<file path="src/hdl/stepper_pkg.sv">
package stepper_pkg;

  // Electrical phase, 256 microsteps per cycle
  // Bits 7:6 select the quadrant
  typedef logic [7:0] phase_t;

  // Off timer and fast decay threshold, in clock cycles
  typedef logic [9:0] long_time_t;

  // Blank timer and minimum on timer, in clock cycles
  typedef logic [7:0] short_time_t;

  // Coil current reference magnitude, full scale 255
  typedef logic [7:0] vref_t;

  // Chopper states, idle while the driver is disabled
  typedef enum logic [1:0] {
    chop_idle = 2'd0,
    chop_on   = 2'd1,
    chop_off  = 2'd2
  } chop_state_t;

endpackage

</file>
<file path="src/hdl/coil_timer_if.sv">
interface coil_timer_if;

  // Down-counters, zero means the window is not running
  stepper_pkg::short_time_t blank_timer;
  stepper_pkg::long_time_t  off_timer;
  stepper_pkg::short_time_t minimum_on_timer;

  // Single cycle request to start the off time
  logic offtimer_en;

  modport timer (
    output blank_timer,
    output off_timer,
    output minimum_on_timer,
    input  offtimer_en
  );

  modport control (
    input  blank_timer,
    input  off_timer,
    input  minimum_on_timer,
    output offtimer_en
  );

endinterface

</file>
<file path="src/hdl/phase_decoder.sv">
module phase_decoder (
  input  logic                clk,
  input  logic                resetn,
  input  stepper_pkg::phase_t phase_ct,
  output logic                s1,
  output logic                s2,
  output logic                s3,
  output logic                s4,
  output stepper_pkg::vref_t  vref_a,
  output stepper_pkg::vref_t  vref_b
);

  // Quarter wave table with entry i equal to round(255 * sin(i * pi / 128))
  localparam stepper_pkg::vref_t sine_table [0:64] = '{
      8'd0,   8'd6,   8'd13,  8'd19,  8'd25,  8'd31,  8'd37,  8'd44,
      8'd50,  8'd56,  8'd62,  8'd68,  8'd74,  8'd80,  8'd86,  8'd92,
      8'd98,  8'd103, 8'd109, 8'd115, 8'd120, 8'd126, 8'd131, 8'd136,
      8'd142, 8'd147, 8'd152, 8'd157, 8'd162, 8'd167, 8'd171, 8'd176,
      8'd180, 8'd185, 8'd189, 8'd193, 8'd197, 8'd201, 8'd205, 8'd208,
      8'd212, 8'd215, 8'd219, 8'd222, 8'd225, 8'd228, 8'd231, 8'd233,
      8'd236, 8'd238, 8'd240, 8'd242, 8'd244, 8'd246, 8'd247, 8'd249,
      8'd250, 8'd251, 8'd252, 8'd253, 8'd254, 8'd254, 8'd255, 8'd255,
      8'd255
  };

  logic       odd_quadrant;
  logic [5:0] fold;
  logic [6:0] sin_idx;
  logic [6:0] cos_idx;
  logic       cos_pos;
  logic       sin_pos;

  assign odd_quadrant = phase_ct[6];
  assign fold         = phase_ct[5:0];

  // Odd quadrants run the table backwards for sine, even ones for cosine
  assign sin_idx = odd_quadrant ? 7'd64 - {1'b0, fold} : {1'b0, fold};
  assign cos_idx = odd_quadrant ? {1'b0, fold} : 7'd64 - {1'b0, fold};

  // Zero crossings of cosine at 64 and 192 and of sine at 128 count as positive
  assign cos_pos = (phase_ct <= 8'd64) || (phase_ct >= 8'd192);
  assign sin_pos = (phase_ct <= 8'd128);

  always_ff @(posedge clk) begin
    if (!resetn) begin
      // Decode of phase 0
      s1     <= 1'b1;
      s2     <= 1'b0;
      s3     <= 1'b1;
      s4     <= 1'b0;
      vref_a <= 8'd255;
      vref_b <= 8'd0;
    end else begin
      s1     <= cos_pos;
      s2     <= !cos_pos;
      s3     <= sin_pos;
      s4     <= !sin_pos;
      vref_a <= sine_table[cos_idx];
      vref_b <= sine_table[sin_idx];
    end
  end

endmodule

</file>
<file path="src/hdl/chopper_timers.sv">
module chopper_timers (
  input  logic                     clk,
  input  logic                     resetn,
  input  logic                     enable,
  input  stepper_pkg::long_time_t  config_off_time,
  input  stepper_pkg::short_time_t config_blank_time,
  input  stepper_pkg::short_time_t config_min_on_time,
  coil_timer_if.timer              timers
);

  stepper_pkg::chop_state_t state;
  stepper_pkg::short_time_t blank_ct;
  stepper_pkg::long_time_t  off_ct;
  stepper_pkg::short_time_t min_on_ct;

  always_ff @(posedge clk) begin
    if (!resetn || !enable) begin
      state     <= stepper_pkg::chop_idle;
      blank_ct  <= '0;
      off_ct    <= '0;
      min_on_ct <= '0;
    end else begin
      case (state)
        stepper_pkg::chop_idle: begin
          // Enabling starts an on time with fresh blanking
          state     <= stepper_pkg::chop_on;
          blank_ct  <= config_blank_time;
          min_on_ct <= config_min_on_time;
          off_ct    <= '0;
        end

        stepper_pkg::chop_on: begin
          if (blank_ct != '0) begin
            blank_ct <= blank_ct - 1'b1;
          end
          if (min_on_ct != '0) begin
            min_on_ct <= min_on_ct - 1'b1;
          end
          // Peak current reached, start the fixed off time
          if (timers.offtimer_en) begin
            state  <= stepper_pkg::chop_off;
            off_ct <= config_off_time;
          end
        end

        stepper_pkg::chop_off: begin
          // Min-on keeps running so a short on time stays visible as a fault
          if (min_on_ct != '0) begin
            min_on_ct <= min_on_ct - 1'b1;
          end
          if (off_ct <= 10'd1) begin
            // Off time over, blanking starts on the same edge
            state     <= stepper_pkg::chop_on;
            off_ct    <= '0;
            blank_ct  <= config_blank_time;
            min_on_ct <= config_min_on_time;
          end else begin
            off_ct <= off_ct - 1'b1;
          end
        end

        default: begin
          state <= stepper_pkg::chop_idle;
        end
      endcase
    end
  end

  assign timers.blank_timer      = blank_ct;
  assign timers.off_timer        = off_ct;
  assign timers.minimum_on_timer = min_on_ct;

endmodule

</file>
<file path="src/hdl/microstepper_control.sv">
module microstepper_control (
  input  logic                    clk,
  input  logic                    resetn,
  input  logic                    step,
  input  logic                    dir,
  input  logic                    enable_in,
  input  logic                    config_invert_highside,
  input  logic                    config_invert_lowside,
  input  stepper_pkg::long_time_t config_fastdecay_threshold,
  input  logic                    s1,
  input  logic                    s2,
  input  logic                    s3,
  input  logic                    s4,
  coil_timer_if.control           coil_a,
  coil_timer_if.control           coil_b,
  input  logic                    analog_cmp1,
  input  logic                    analog_cmp2,
  output stepper_pkg::phase_t     phase_ct,
  output logic                    enable,
  output logic                    faultn,
  output logic                    phase_a1_h_out,
  output logic                    phase_a2_h_out,
  output logic                    phase_b1_h_out,
  output logic                    phase_b2_h_out,
  output logic                    phase_a1_l_out,
  output logic                    phase_a2_l_out,
  output logic                    phase_b1_l_out,
  output logic                    phase_b2_l_out
);

  // Two sync stages, then one stage for edge detect
  logic [3:0] step_r;
  logic [2:0] dir_r;
  logic       step_rising;
  logic       fast_a, fast_b, slow_a, slow_b;
  logic       a1_h, a2_h, b1_h, b2_h;
  logic       a1_l, a2_l, b1_l, b2_l;
  logic       drive_ok;

  always_ff @(posedge clk) begin
    step_r <= {step_r[2:0], step};
    dir_r  <= {dir_r[1:0], dir};
  end

  assign step_rising = step_r[2] && !step_r[3];

  always_ff @(posedge clk) begin
    if (!resetn) begin
      phase_ct <= '0;
    end else if (step_rising) begin
      phase_ct <= dir_r[2] ? phase_ct + 1'b1 : phase_ct - 1'b1;
    end
  end

  always_ff @(posedge clk) begin
    if (!resetn) begin
      enable <= 1'b0;
    end else begin
      enable <= enable_in;
    end
  end

  // Off time started while min-on still running, latched until reset
  always_ff @(posedge clk) begin
    if (!resetn) begin
      faultn <= 1'b1;
    end else if (enable &&
                 ((coil_a.off_timer != '0 && coil_a.minimum_on_timer != '0) ||
                  (coil_b.off_timer != '0 && coil_b.minimum_on_timer != '0))) begin
      faultn <= 1'b0;
    end
  end

  // Fast decay for the first part of the off time, slow decay for the rest
  assign fast_a = (coil_a.off_timer != '0) && (coil_a.off_timer >= config_fastdecay_threshold);
  assign fast_b = (coil_b.off_timer != '0) && (coil_b.off_timer >= config_fastdecay_threshold);
  assign slow_a = (coil_a.off_timer != '0) && !fast_a;
  assign slow_b = (coil_b.off_timer != '0) && !fast_b;

  // Fast decay drives the opposite diagonal of the bridge
  assign a1_h = !slow_a && (fast_a ? !s1 : s1);
  assign a2_h = !slow_a && (fast_a ? !s2 : s2);
  assign b1_h = !slow_b && (fast_b ? !s3 : s3);
  assign b2_h = !slow_b && (fast_b ? !s4 : s4);

  // Slow decay shorts the coil through both low sides
  assign a1_l = slow_a || (fast_a ? s1 : !s1);
  assign a2_l = slow_a || (fast_a ? s2 : !s2);
  assign b1_l = slow_b || (fast_b ? s3 : !s3);
  assign b2_l = slow_b || (fast_b ? s4 : !s4);

  // Disabled or faulted: high sides off, low sides on
  assign drive_ok = enable && faultn;

  assign phase_a1_h_out = config_invert_highside ^ (a1_h && drive_ok);
  assign phase_a2_h_out = config_invert_highside ^ (a2_h && drive_ok);
  assign phase_b1_h_out = config_invert_highside ^ (b1_h && drive_ok);
  assign phase_b2_h_out = config_invert_highside ^ (b2_h && drive_ok);

  assign phase_a1_l_out = config_invert_lowside ^ (a1_l || !drive_ok);
  assign phase_a2_l_out = config_invert_lowside ^ (a2_l || !drive_ok);
  assign phase_b1_l_out = config_invert_lowside ^ (b1_l || !drive_ok);
  assign phase_b2_l_out = config_invert_lowside ^ (b2_l || !drive_ok);

  // Off time request once blanking is over and no off time is running
  assign coil_a.offtimer_en = analog_cmp1 && (coil_a.blank_timer == '0) &&
                              (coil_a.off_timer == '0);
  assign coil_b.offtimer_en = analog_cmp2 && (coil_b.blank_timer == '0) &&
                              (coil_b.off_timer == '0);

endmodule

</file>
<file path="src/hdl/microstepper_top.sv">
module microstepper_top (
  input  logic                     clk,
  input  logic                     resetn,
  input  logic                     step,
  input  logic                     dir,
  input  logic                     enable_in,
  input  logic                     config_invert_highside,
  input  logic                     config_invert_lowside,
  input  stepper_pkg::long_time_t  config_fastdecay_threshold,
  input  stepper_pkg::long_time_t  config_off_time,
  input  stepper_pkg::short_time_t config_blank_time,
  input  stepper_pkg::short_time_t config_min_on_time,
  input  logic                     analog_cmp1,
  input  logic                     analog_cmp2,
  output stepper_pkg::phase_t      phase_ct,
  output logic                     faultn,
  output stepper_pkg::vref_t       vref_a,
  output stepper_pkg::vref_t       vref_b,
  output logic                     phase_a1_h_out,
  output logic                     phase_a2_h_out,
  output logic                     phase_b1_h_out,
  output logic                     phase_b2_h_out,
  output logic                     phase_a1_l_out,
  output logic                     phase_a2_l_out,
  output logic                     phase_b1_l_out,
  output logic                     phase_b2_l_out
);

  logic enable;
  logic s1, s2, s3, s4;

  coil_timer_if coil_a_if ();
  coil_timer_if coil_b_if ();

  microstepper_control control_i (
    .clk                        (clk),
    .resetn                     (resetn),
    .step                       (step),
    .dir                        (dir),
    .enable_in                  (enable_in),
    .config_invert_highside     (config_invert_highside),
    .config_invert_lowside      (config_invert_lowside),
    .config_fastdecay_threshold (config_fastdecay_threshold),
    .s1                         (s1),
    .s2                         (s2),
    .s3                         (s3),
    .s4                         (s4),
    .coil_a                     (coil_a_if.control),
    .coil_b                     (coil_b_if.control),
    .analog_cmp1                (analog_cmp1),
    .analog_cmp2                (analog_cmp2),
    .phase_ct                   (phase_ct),
    .enable                     (enable),
    .faultn                     (faultn),
    .phase_a1_h_out             (phase_a1_h_out),
    .phase_a2_h_out             (phase_a2_h_out),
    .phase_b1_h_out             (phase_b1_h_out),
    .phase_b2_h_out             (phase_b2_h_out),
    .phase_a1_l_out             (phase_a1_l_out),
    .phase_a2_l_out             (phase_a2_l_out),
    .phase_b1_l_out             (phase_b1_l_out),
    .phase_b2_l_out             (phase_b2_l_out)
  );

  phase_decoder decoder_i (
    .clk      (clk),
    .resetn   (resetn),
    .phase_ct (phase_ct),
    .s1       (s1),
    .s2       (s2),
    .s3       (s3),
    .s4       (s4),
    .vref_a   (vref_a),
    .vref_b   (vref_b)
  );

  // One chopper per coil, same timing configuration
  chopper_timers chop_a (
    .clk                (clk),
    .resetn             (resetn),
    .enable             (enable),
    .config_off_time    (config_off_time),
    .config_blank_time  (config_blank_time),
    .config_min_on_time (config_min_on_time),
    .timers             (coil_a_if.timer)
  );

  chopper_timers chop_b (
    .clk                (clk),
    .resetn             (resetn),
    .enable             (enable),
    .config_off_time    (config_off_time),
    .config_blank_time  (config_blank_time),
    .config_min_on_time (config_min_on_time),
    .timers             (coil_b_if.timer)
  );

endmodule

</file>
<file path="config.mk">
export PLATFORM = sky130hd
export DESIGN_NAME = microstepper_top
export DESIGN_NICKNAME = d
export VERILOG_FILES = /design/src/hdl/stepper_pkg.sv /design/src/hdl/coil_timer_if.sv /design/src/hdl/phase_decoder.sv /design/src/hdl/chopper_timers.sv /design/src/hdl/microstepper_control.sv /design/src/hdl/microstepper_top.sv
export SDC_FILE = /design/constraint.sdc
export NUM_CORES = 1
export LEC_CHECK = 0
export ABC_AREA = 1
export BUFFER_PORTS_ARGS = -buffer_cell sky130_fd_sc_hd__buf_2
export CORE_ASPECT_RATIO = 0.6
export CORE_UTILIZATION = 40
export CTS_BUF_LIST = sky130_fd_sc_hd__clkbuf_8
export CTS_CLUSTER_DIAMETER = 200
export DETAILED_ROUTE_END_ITERATION = 10
export SYNTH_ARGS = -nofsm -noshare
export SYNTH_HDL_FRONTEND = slang
export SYNTH_SLANG_ARGS = --single-unit
</file>
<file path="constraint.sdc">
create_clock -name clk -period 2.5 [get_ports clk]
set_clock_uncertainty 0.1 [all_clocks]
set_input_delay 0.5 -clock clk [delete_from_list [all_inputs] [get_ports clk]]
set_output_delay 0.5 -clock clk [all_outputs]
set_load 0.01 [all_outputs]
</file>
==> Word level (Yosys, flattened, before mapping) <==
Memory sizes are Yosys's and may differ from the RTL's. A register that Yosys moved wholly into a read port is not among the register bits.
Cells that the tools add are included.
{ "op_classes": {"addsub": 9, "magnitude_cmp": 7, "eq_ne": 10, "n_mux": 35, "bitwise": 10, "reduce_logical": 68} }
{ "op_table": {"columns": ["op", "count"], "rows": [
  ["$pmux W8 S3", 4],
  ["$mux W8", 9],
  ["$pmux W10 S3", 2],
  ["$mux W10", 4],
  ["$sub A8 B1 Y8 const B", 5],
  ["$reduce_bool A8 Y1", 4],
  ["$logic_and A1 B1 Y1", 21],
  ["$ge A10 B10 Y1", 2],
  ["$le A10 B1 Y1 const B", 2],
  ["$logic_not A10 Y1", 2],
  ["$reduce_bool A10 Y1", 2],
  ["$sub A10 B1 Y10 const B", 2],
  ["$logic_not A1 Y1", 16],
  ["$logic_not A8 Y1", 2],
  ["$not A7 Y8", 2],
  ["$mux W7", 2],
  ["$ne A2 B1 Y1 const B", 6],
  ["$pmux W2 S3", 2],
  ["$logic_or A1 B1 Y1", 11],
  ["$add A8 B1 Y8 const B", 1],
  ["$ge A8 B8 Y1 const B", 1],
  ["$le A8 B7 Y1 const B", 1],
  ["$le A8 B8 Y1 const B", 1],
  ["$mux W1", 8],
  ["9 further kinds", 27]
]} }
{ "word_totals": {"regBits": 77, "rom_bits": 2048, "mem_count": 2} }
{ "memory_table": {"columns": ["memory", "words", "width", "read_ports", "rd_ports_with_merged_regs", "write_ports", "line", "rtl"], "rows": [
  ["(name not given)", 128, 8, 1, 1, 0, "phase_decoder.sv:58", "vref_a <= sine_table[cos_idx];"],
  ["(name not given)", 128, 8, 1, 1, 0, "phase_decoder.sv:59", "vref_b <= sine_table[sin_idx];"]
]} }

==> Longest topological paths before layout <==
{ "depth": {"word_depth": 8, "mapped_depth": 18, "ltp_nobuf": 17} }

==> Cells and area by module <==
Synthesis repeated with hierarchy kept, for this count alone.
{ "hier_totals": {"hier_cells": 1433, "hier_area_um2": 8490.6} }
{ "by_module_without_submodules": {"columns": ["mod", "n_inst", "cells_each", "area_each_um2", "seq_area_each_um2"], "rows": [
  ["chopper_timers", 2, 375, 2235.9, 560.5],
  ["phase_decoder", 1, 423, 2368.5, 400.4],
  ["microstepper_control", 1, 260, 1650.3, 340.3]
]} }

==> Worst setup path after synthesis <==
OpenSTA, ideal clock, no wires.
{ "synth_path": {"path_type": "register -> register", "startpoint": "register control_i.phase_ct[0]", "endpoint": "register decoder_i.vref_a[1]", "setup_ps": 109, "t_arrival_ps": 2363, "required_ps": 2291, "setup_slack_ps": -72, "stages_incl_launch_ff": 17, "n_path_buf": 1, "path_cell_list": "dfxtp_1 buf_6 inv_2 ha_1 inv_1 o21ai_1 inv_1 ha_1 inv_1 nand2_1 o21ai_0 nand2_1 nand2_1 nand2_1 nand3_1 nand2_1 inv_1"} }
{ "synth_between": {"elab_chain_cells": 3} }
{ "synth_rtl": {"columns": ["item", "line", "rtl"], "rows": [
  ["from (decl)", "microstepper_control.sv:18", "output stepper_pkg::phase_t phase_ct,"],
  ["from (signal assigned)", "microstepper_control.sv:51", "phase_ct <= dir_r[2] ? phase_ct + 1'b1 : phase_ct - 1'b1;"],
  ["$sub A7 B6 Y7", "phase_decoder.sv:38", "assign cos_idx = odd_quadrant ? {1'b0, fold} : 7'd64 - {1'b0, fold};"],
  ["$mux W7 *", "phase_decoder.sv:38", null],
  ["$not A7 Y8 (not written as such) *", "phase_decoder.sv:58", null],
  ["to (decl)", "phase_decoder.sv:9", "output stepper_pkg::vref_t vref_a,"]
]} }
Mark *: on every way between the ends. The rest lies on a longest branch, timed or not.
A chain may end at the register's enable or synchronous reset.

==> Worst setup path after layout <==
{ "layout_path": {"startpoint": "register chop_b.off_ct[3], in the netlist chop_b.timers.off_timer[3]", "endpoint": "output port phase_b1_l_out"} }
{ "layout_between": {"elab_chain_cells": 7, "elab_cells_between_ends": 9} }
{ "layout_rtl": {"columns": ["item", "line", "rtl"], "rows": [
  ["from (decl)", "chopper_timers.sv:13", "stepper_pkg::long_time_t off_ct;"],
  ["from (signal assigned)", "chopper_timers.sv:42", "off_ct <= config_off_time;"],
  ["from (signal assigned)", "chopper_timers.sv:58", "off_ct <= off_ct - 1'b1;"],
  ["$ge A10 B10 Y1 / $reduce_bool A10 Y1 (equally long branches)", "microstepper_control.sv:76, microstepper_control.sv:78", null],
  ["$logic_and A1 B1 Y1", "microstepper_control.sv:76", "assign fast_b = (coil_b.off_timer != '0) && (coil_b.off_timer >= config_fastdecay_threshold);"],
  ["$logic_not A1 Y1", "microstepper_control.sv:78", "assign slow_b = (coil_b.off_timer != '0) && !fast_b;"],
  ["$logic_and A1 B1 Y1", "microstepper_control.sv:78", null],
  ["$logic_or A1 B1 Y1 *", "microstepper_control.sv:89", "assign b1_l = slow_b || (fast_b ? s3 : !s3);"],
  ["$logic_or A1 B1 Y1 *", "microstepper_control.sv:102", "assign phase_b1_l_out = config_invert_lowside ^ (b1_l || !drive_ok);"],
  ["$xor A1 B1 Y1 *", "microstepper_control.sv:102", null],
  ["to (decl)", "microstepper_top.sv:25", "output logic phase_b1_l_out,"]
]} }
Marked as above.

==> flow_metrics.env <==
export IMPL_status="finished with violations"
export IMPL_violations="setup timing"
export IMPL_fin_area_mm2=0.00888
export IMPL_grt_pass1_vias=6546
export IMPL_postSynthAreaPerCell_um2=6.40
export IMPL_die_x_um=178
export IMPL_synth_edf_count=0
export IMPL_ant_nets=0
export IMPL_syn_instance_count=1156
export IMPL_gr_total_overflow=0
export IMPL_io_pins=78
export IMPL_yosysMostFrequentCell="nand2_1"
export IMPL_initial_utilization_pct=40.9
export IMPL_yosysTopAreaCell="dfxtp_1"
export IMPL_min_period_ps=2580
export IMPL_rsz0062_at_grt="yes"
export IMPL_cpMostUsedCell="nand2_1"
export IMPL_setup_tns_ps=-468
export IMPL_p_leak_nw=4.31
export IMPL_worst_path_max_fanout=3
export IMPL_drv_slew=0
export IMPL_whs_ps=110
export IMPL_dpl_hpwl_um=16300
export IMPL_placed_cell_area_mm2=0.00809
export IMPL_cts_tree="done"
export IMPL_setup_violations=8
export IMPL_drv_cap=0
export IMPL_clock_sinks=93
export IMPL_cts_path_max_buffers=2
export IMPL_pre_cts_ws_ps=-24.1
export IMPL_insertion_delay_ps=400
export IMPL_synth_common_cells="nand2_1, inv_1, a21oi_1"
export IMPL_netlist_area_mm2=0.00739
export IMPL_critPathLaunch="chop_b.timers.off_timer[3]"
export IMPL_portBuffers=77
export IMPL_synth_seq_cells=93
export IMPL_layout_drive_gt1_share_pct=21.9
export IMPL_totalWireLength_um=22200
export IMPL_p_per_area_mw_per_mm2=474
export IMPL_period_share_pct=103
export IMPL_cp_end_kind="primary output"
export IMPL_slowest_stage="dfxtp_4"
export IMPL_path_clk_slew_ps=110
export IMPL_synth_fp_nets=1262
export IMPL_antenna_found_initial=0
export IMPL_htree_levels=3
export IMPL_yosysTopAreaCellShare_pct=25.2
export IMPL_layout_area_overhead_vs_synth_pct=20.1
export IMPL_min_path_type="in2reg"
export IMPL_clockRootBuffer="clkbuf_8"
export IMPL_cp_slowest_stage_delay_ps=380
export IMPL_max_freq_mhz=388
export IMPL_ys_flop_type="dfxtp_1"
export IMPL_ys_seq_area_share_pct=25.2
export IMPL_ys_types=47
export IMPL_grt_max_degree=33
export IMPL_slew_headroom_pct=55.2
export IMPL_netlist_top_cells_area="dfxtp_1, nand2_1, ha_1"
export IMPL_place_gp_congestion=0.869
export IMPL_track_usage_pct=23.7
export IMPL_num_antenna_cells=0
export IMPL_reg2reg_from="control_i.phase_ct[1]"
export IMPL_die_area_mm2=0.0190
export IMPL_fill_cells=1819
export IMPL_num_rows=38
export IMPL_cp_arrival_ps=1980
export IMPL_cp_num_buf_inv=3
export IMPL_core_region_area_mm2=0.0181
export IMPL_path_cells="buf_12 -> nor2_4 -> nand4_1 -> nor2_2 -> inv_2 -> a21oi_4 -> nand2_2 -> nand2_1 -> nand2_1 -> buf_2"
export IMPL_dr_pass1_iters=6
export IMPL_layout_setup_ws_ps=-79.0
export IMPL_utilization_pct=49.1
export IMPL_start_kind="register"
export IMPL_cts_buffers=9
export IMPL_ys_warn_count=0
export IMPL_critical_path_top_delay_family="simple AND/OR/NAND/NOR gates"
export IMPL_path_class="reg2out"
export IMPL_grt_pass1_wl_um=35200
export IMPL_drt_iter0_markers=830
export IMPL_hp_start="step"
export IMPL_async_flop_share_pct=0
export IMPL_wire_per_inst_um=14.7
export IMPL_via_per_inst=5.08
export IMPL_vdd_ir_drop_max_v=0.000287
export IMPL_die_h_um=107
export IMPL_drcViolationCount=0
export IMPL_dr_total_vias=7681
export IMPL_hold_viol_final=0
export IMPL_nNetsFinal=1372
export IMPL_tightest_slew_ps=672
export IMPL_crit_required_ps=1900
==> registers in the layout, indices dropped and copies added, names as in the netlist, 2 cells and up <==
signal,count
chop_b.state,2
decoder_i.vref_a,8
chop_a.timers.minimum_on_timer,8
chop_b.timers.minimum_on_timer,8
chop_b.timers.blank_timer,8
control_i.step_r,4
chop_a.timers.off_timer,10
decoder_i.vref_b,8
chop_b.timers.off_timer,10
control_i.phase_ct,8
chop_a.state,2
chop_a.timers.blank_timer,8
control_i.dir_r,3
==> area by class of cell <==
type | instances | area, um2 | area share [%]
sequential | 93 | 1920 | 21.6
inverter | 154 | 581 | 6.54
multi-input combinational | 875 | 5060 | 57.0
tap | 240 | 300 | 3.38
timing repair buffer | 133 | 822 | 9.26
clock inverter | 6 | 61.3 | 0.691
clock buffer | 10 | 138 | 1.55
==> report_power, final <==
part           internal (mW)  switching [mW]
clock                  0.489           0.606
combinational          0.526           0.971
sequential              1.56          0.0559
total                   2.58            1.63
==> through the flow <==
step	instances	total power, mW
6_report	1511	4.21
2_1_floorplan	1156	2.71
3_3_place_gp	1469	3.10
5_1_grt	1511	4.50
4_1_cts	1509	4.21
3_5_place_dp	1469	3.09
==> metal layers <==
| layer | wire [um] | GRT usage (%) | vias up | part of all wire (%) |
|---|---|---|---|---|
| li1 | - | - | 3989 | - |
| met3 | 1920 | 5.90 | 19 | 8.7 |
| met5 | 0 | 0 | - | 0 |
| met1 | 12200 | 39.6 | 3395 | 55 |
| met2 | 7820 | 28.3 | 278 | 35 |
| met4 | 260 | 4.76 | 0 | 1.2 |
==> worst register-to-register path, stage by stage (launching register included) <==
cell and delay (ps):
dfxtp_1 330, inv_1 70, ha_1 290, nand2_1 60
o21ai_2 90, inv_1 110, ha_1 290, inv_1 80
nand3_1 190, nand2_1 130, nand2_1 60, nand3_1 90
nand3_1 90, nand2_1 90, nor2_1 50, nor2_1 100
==> layout by cell type, fill, tap and decap left out, types with 4 or more instances in the layout <==
cell	Yosys	layout
ha_1	60	45
xnor2_1	5	5
o21ai_1	12	11
ha_4	0	14
a21oi_1	103	97
nor2_4	2	5
o21ai_2	3	6
nand2_2	13	28
dfxtp_2	0	9
nor3_1	7	7
buf_4	6	54
clkbuf_8	0	10
dfxtp_4	0	12
o22ai_1	15	15
inv_1	142	132
o211ai_1	9	9
dfxtp_1	93	72
nor2_2	6	10
a21oi_2	2	6
nand2_4	5	7
nand3_1	95	94
nand2_1	301	284
nor2_1	94	88
buf_2	6	77
a211oi_1	5	5
nand4_1	11	11
o21ai_0	67	65
inv_2	10	19
a22oi_1	4	4
xor2_1	31	31
==> cells by family after synthesis <==
kind of cell	Yosys count	share of synthesized area (%)
AOI/OAI and AO/OA	231	17.3
xor gates and xnor gates	36	4.26
adders and majority gates	61	10.4
buffers and inverters	189	10.8
DFF	93	25.2
and+or+nand+nor	546	32.0
==> path summary, 6_finish.rpt <==
path	end	slack, ps	cells after the start
max	phase_b1_l_out	-80	10
min	control_i.step_r[0]	110	1
max reg2reg	decoder_i.vref_b[3]	210	15
min reg2reg	control_i.step_r[2]	230	0
==> repair_timing <==
action                                 4_1_cts  5_1_grt
hold buffers                                 0        0
setup endpoints to repair                    8       25
endpoints found under the hold margin        0        0
pin swaps                                   16       17
gates cloned                                 0        1
resized for setup                           75       27
buffers inserted                            24        1
No activity file was read; power rests on OpenSTA's default activity.
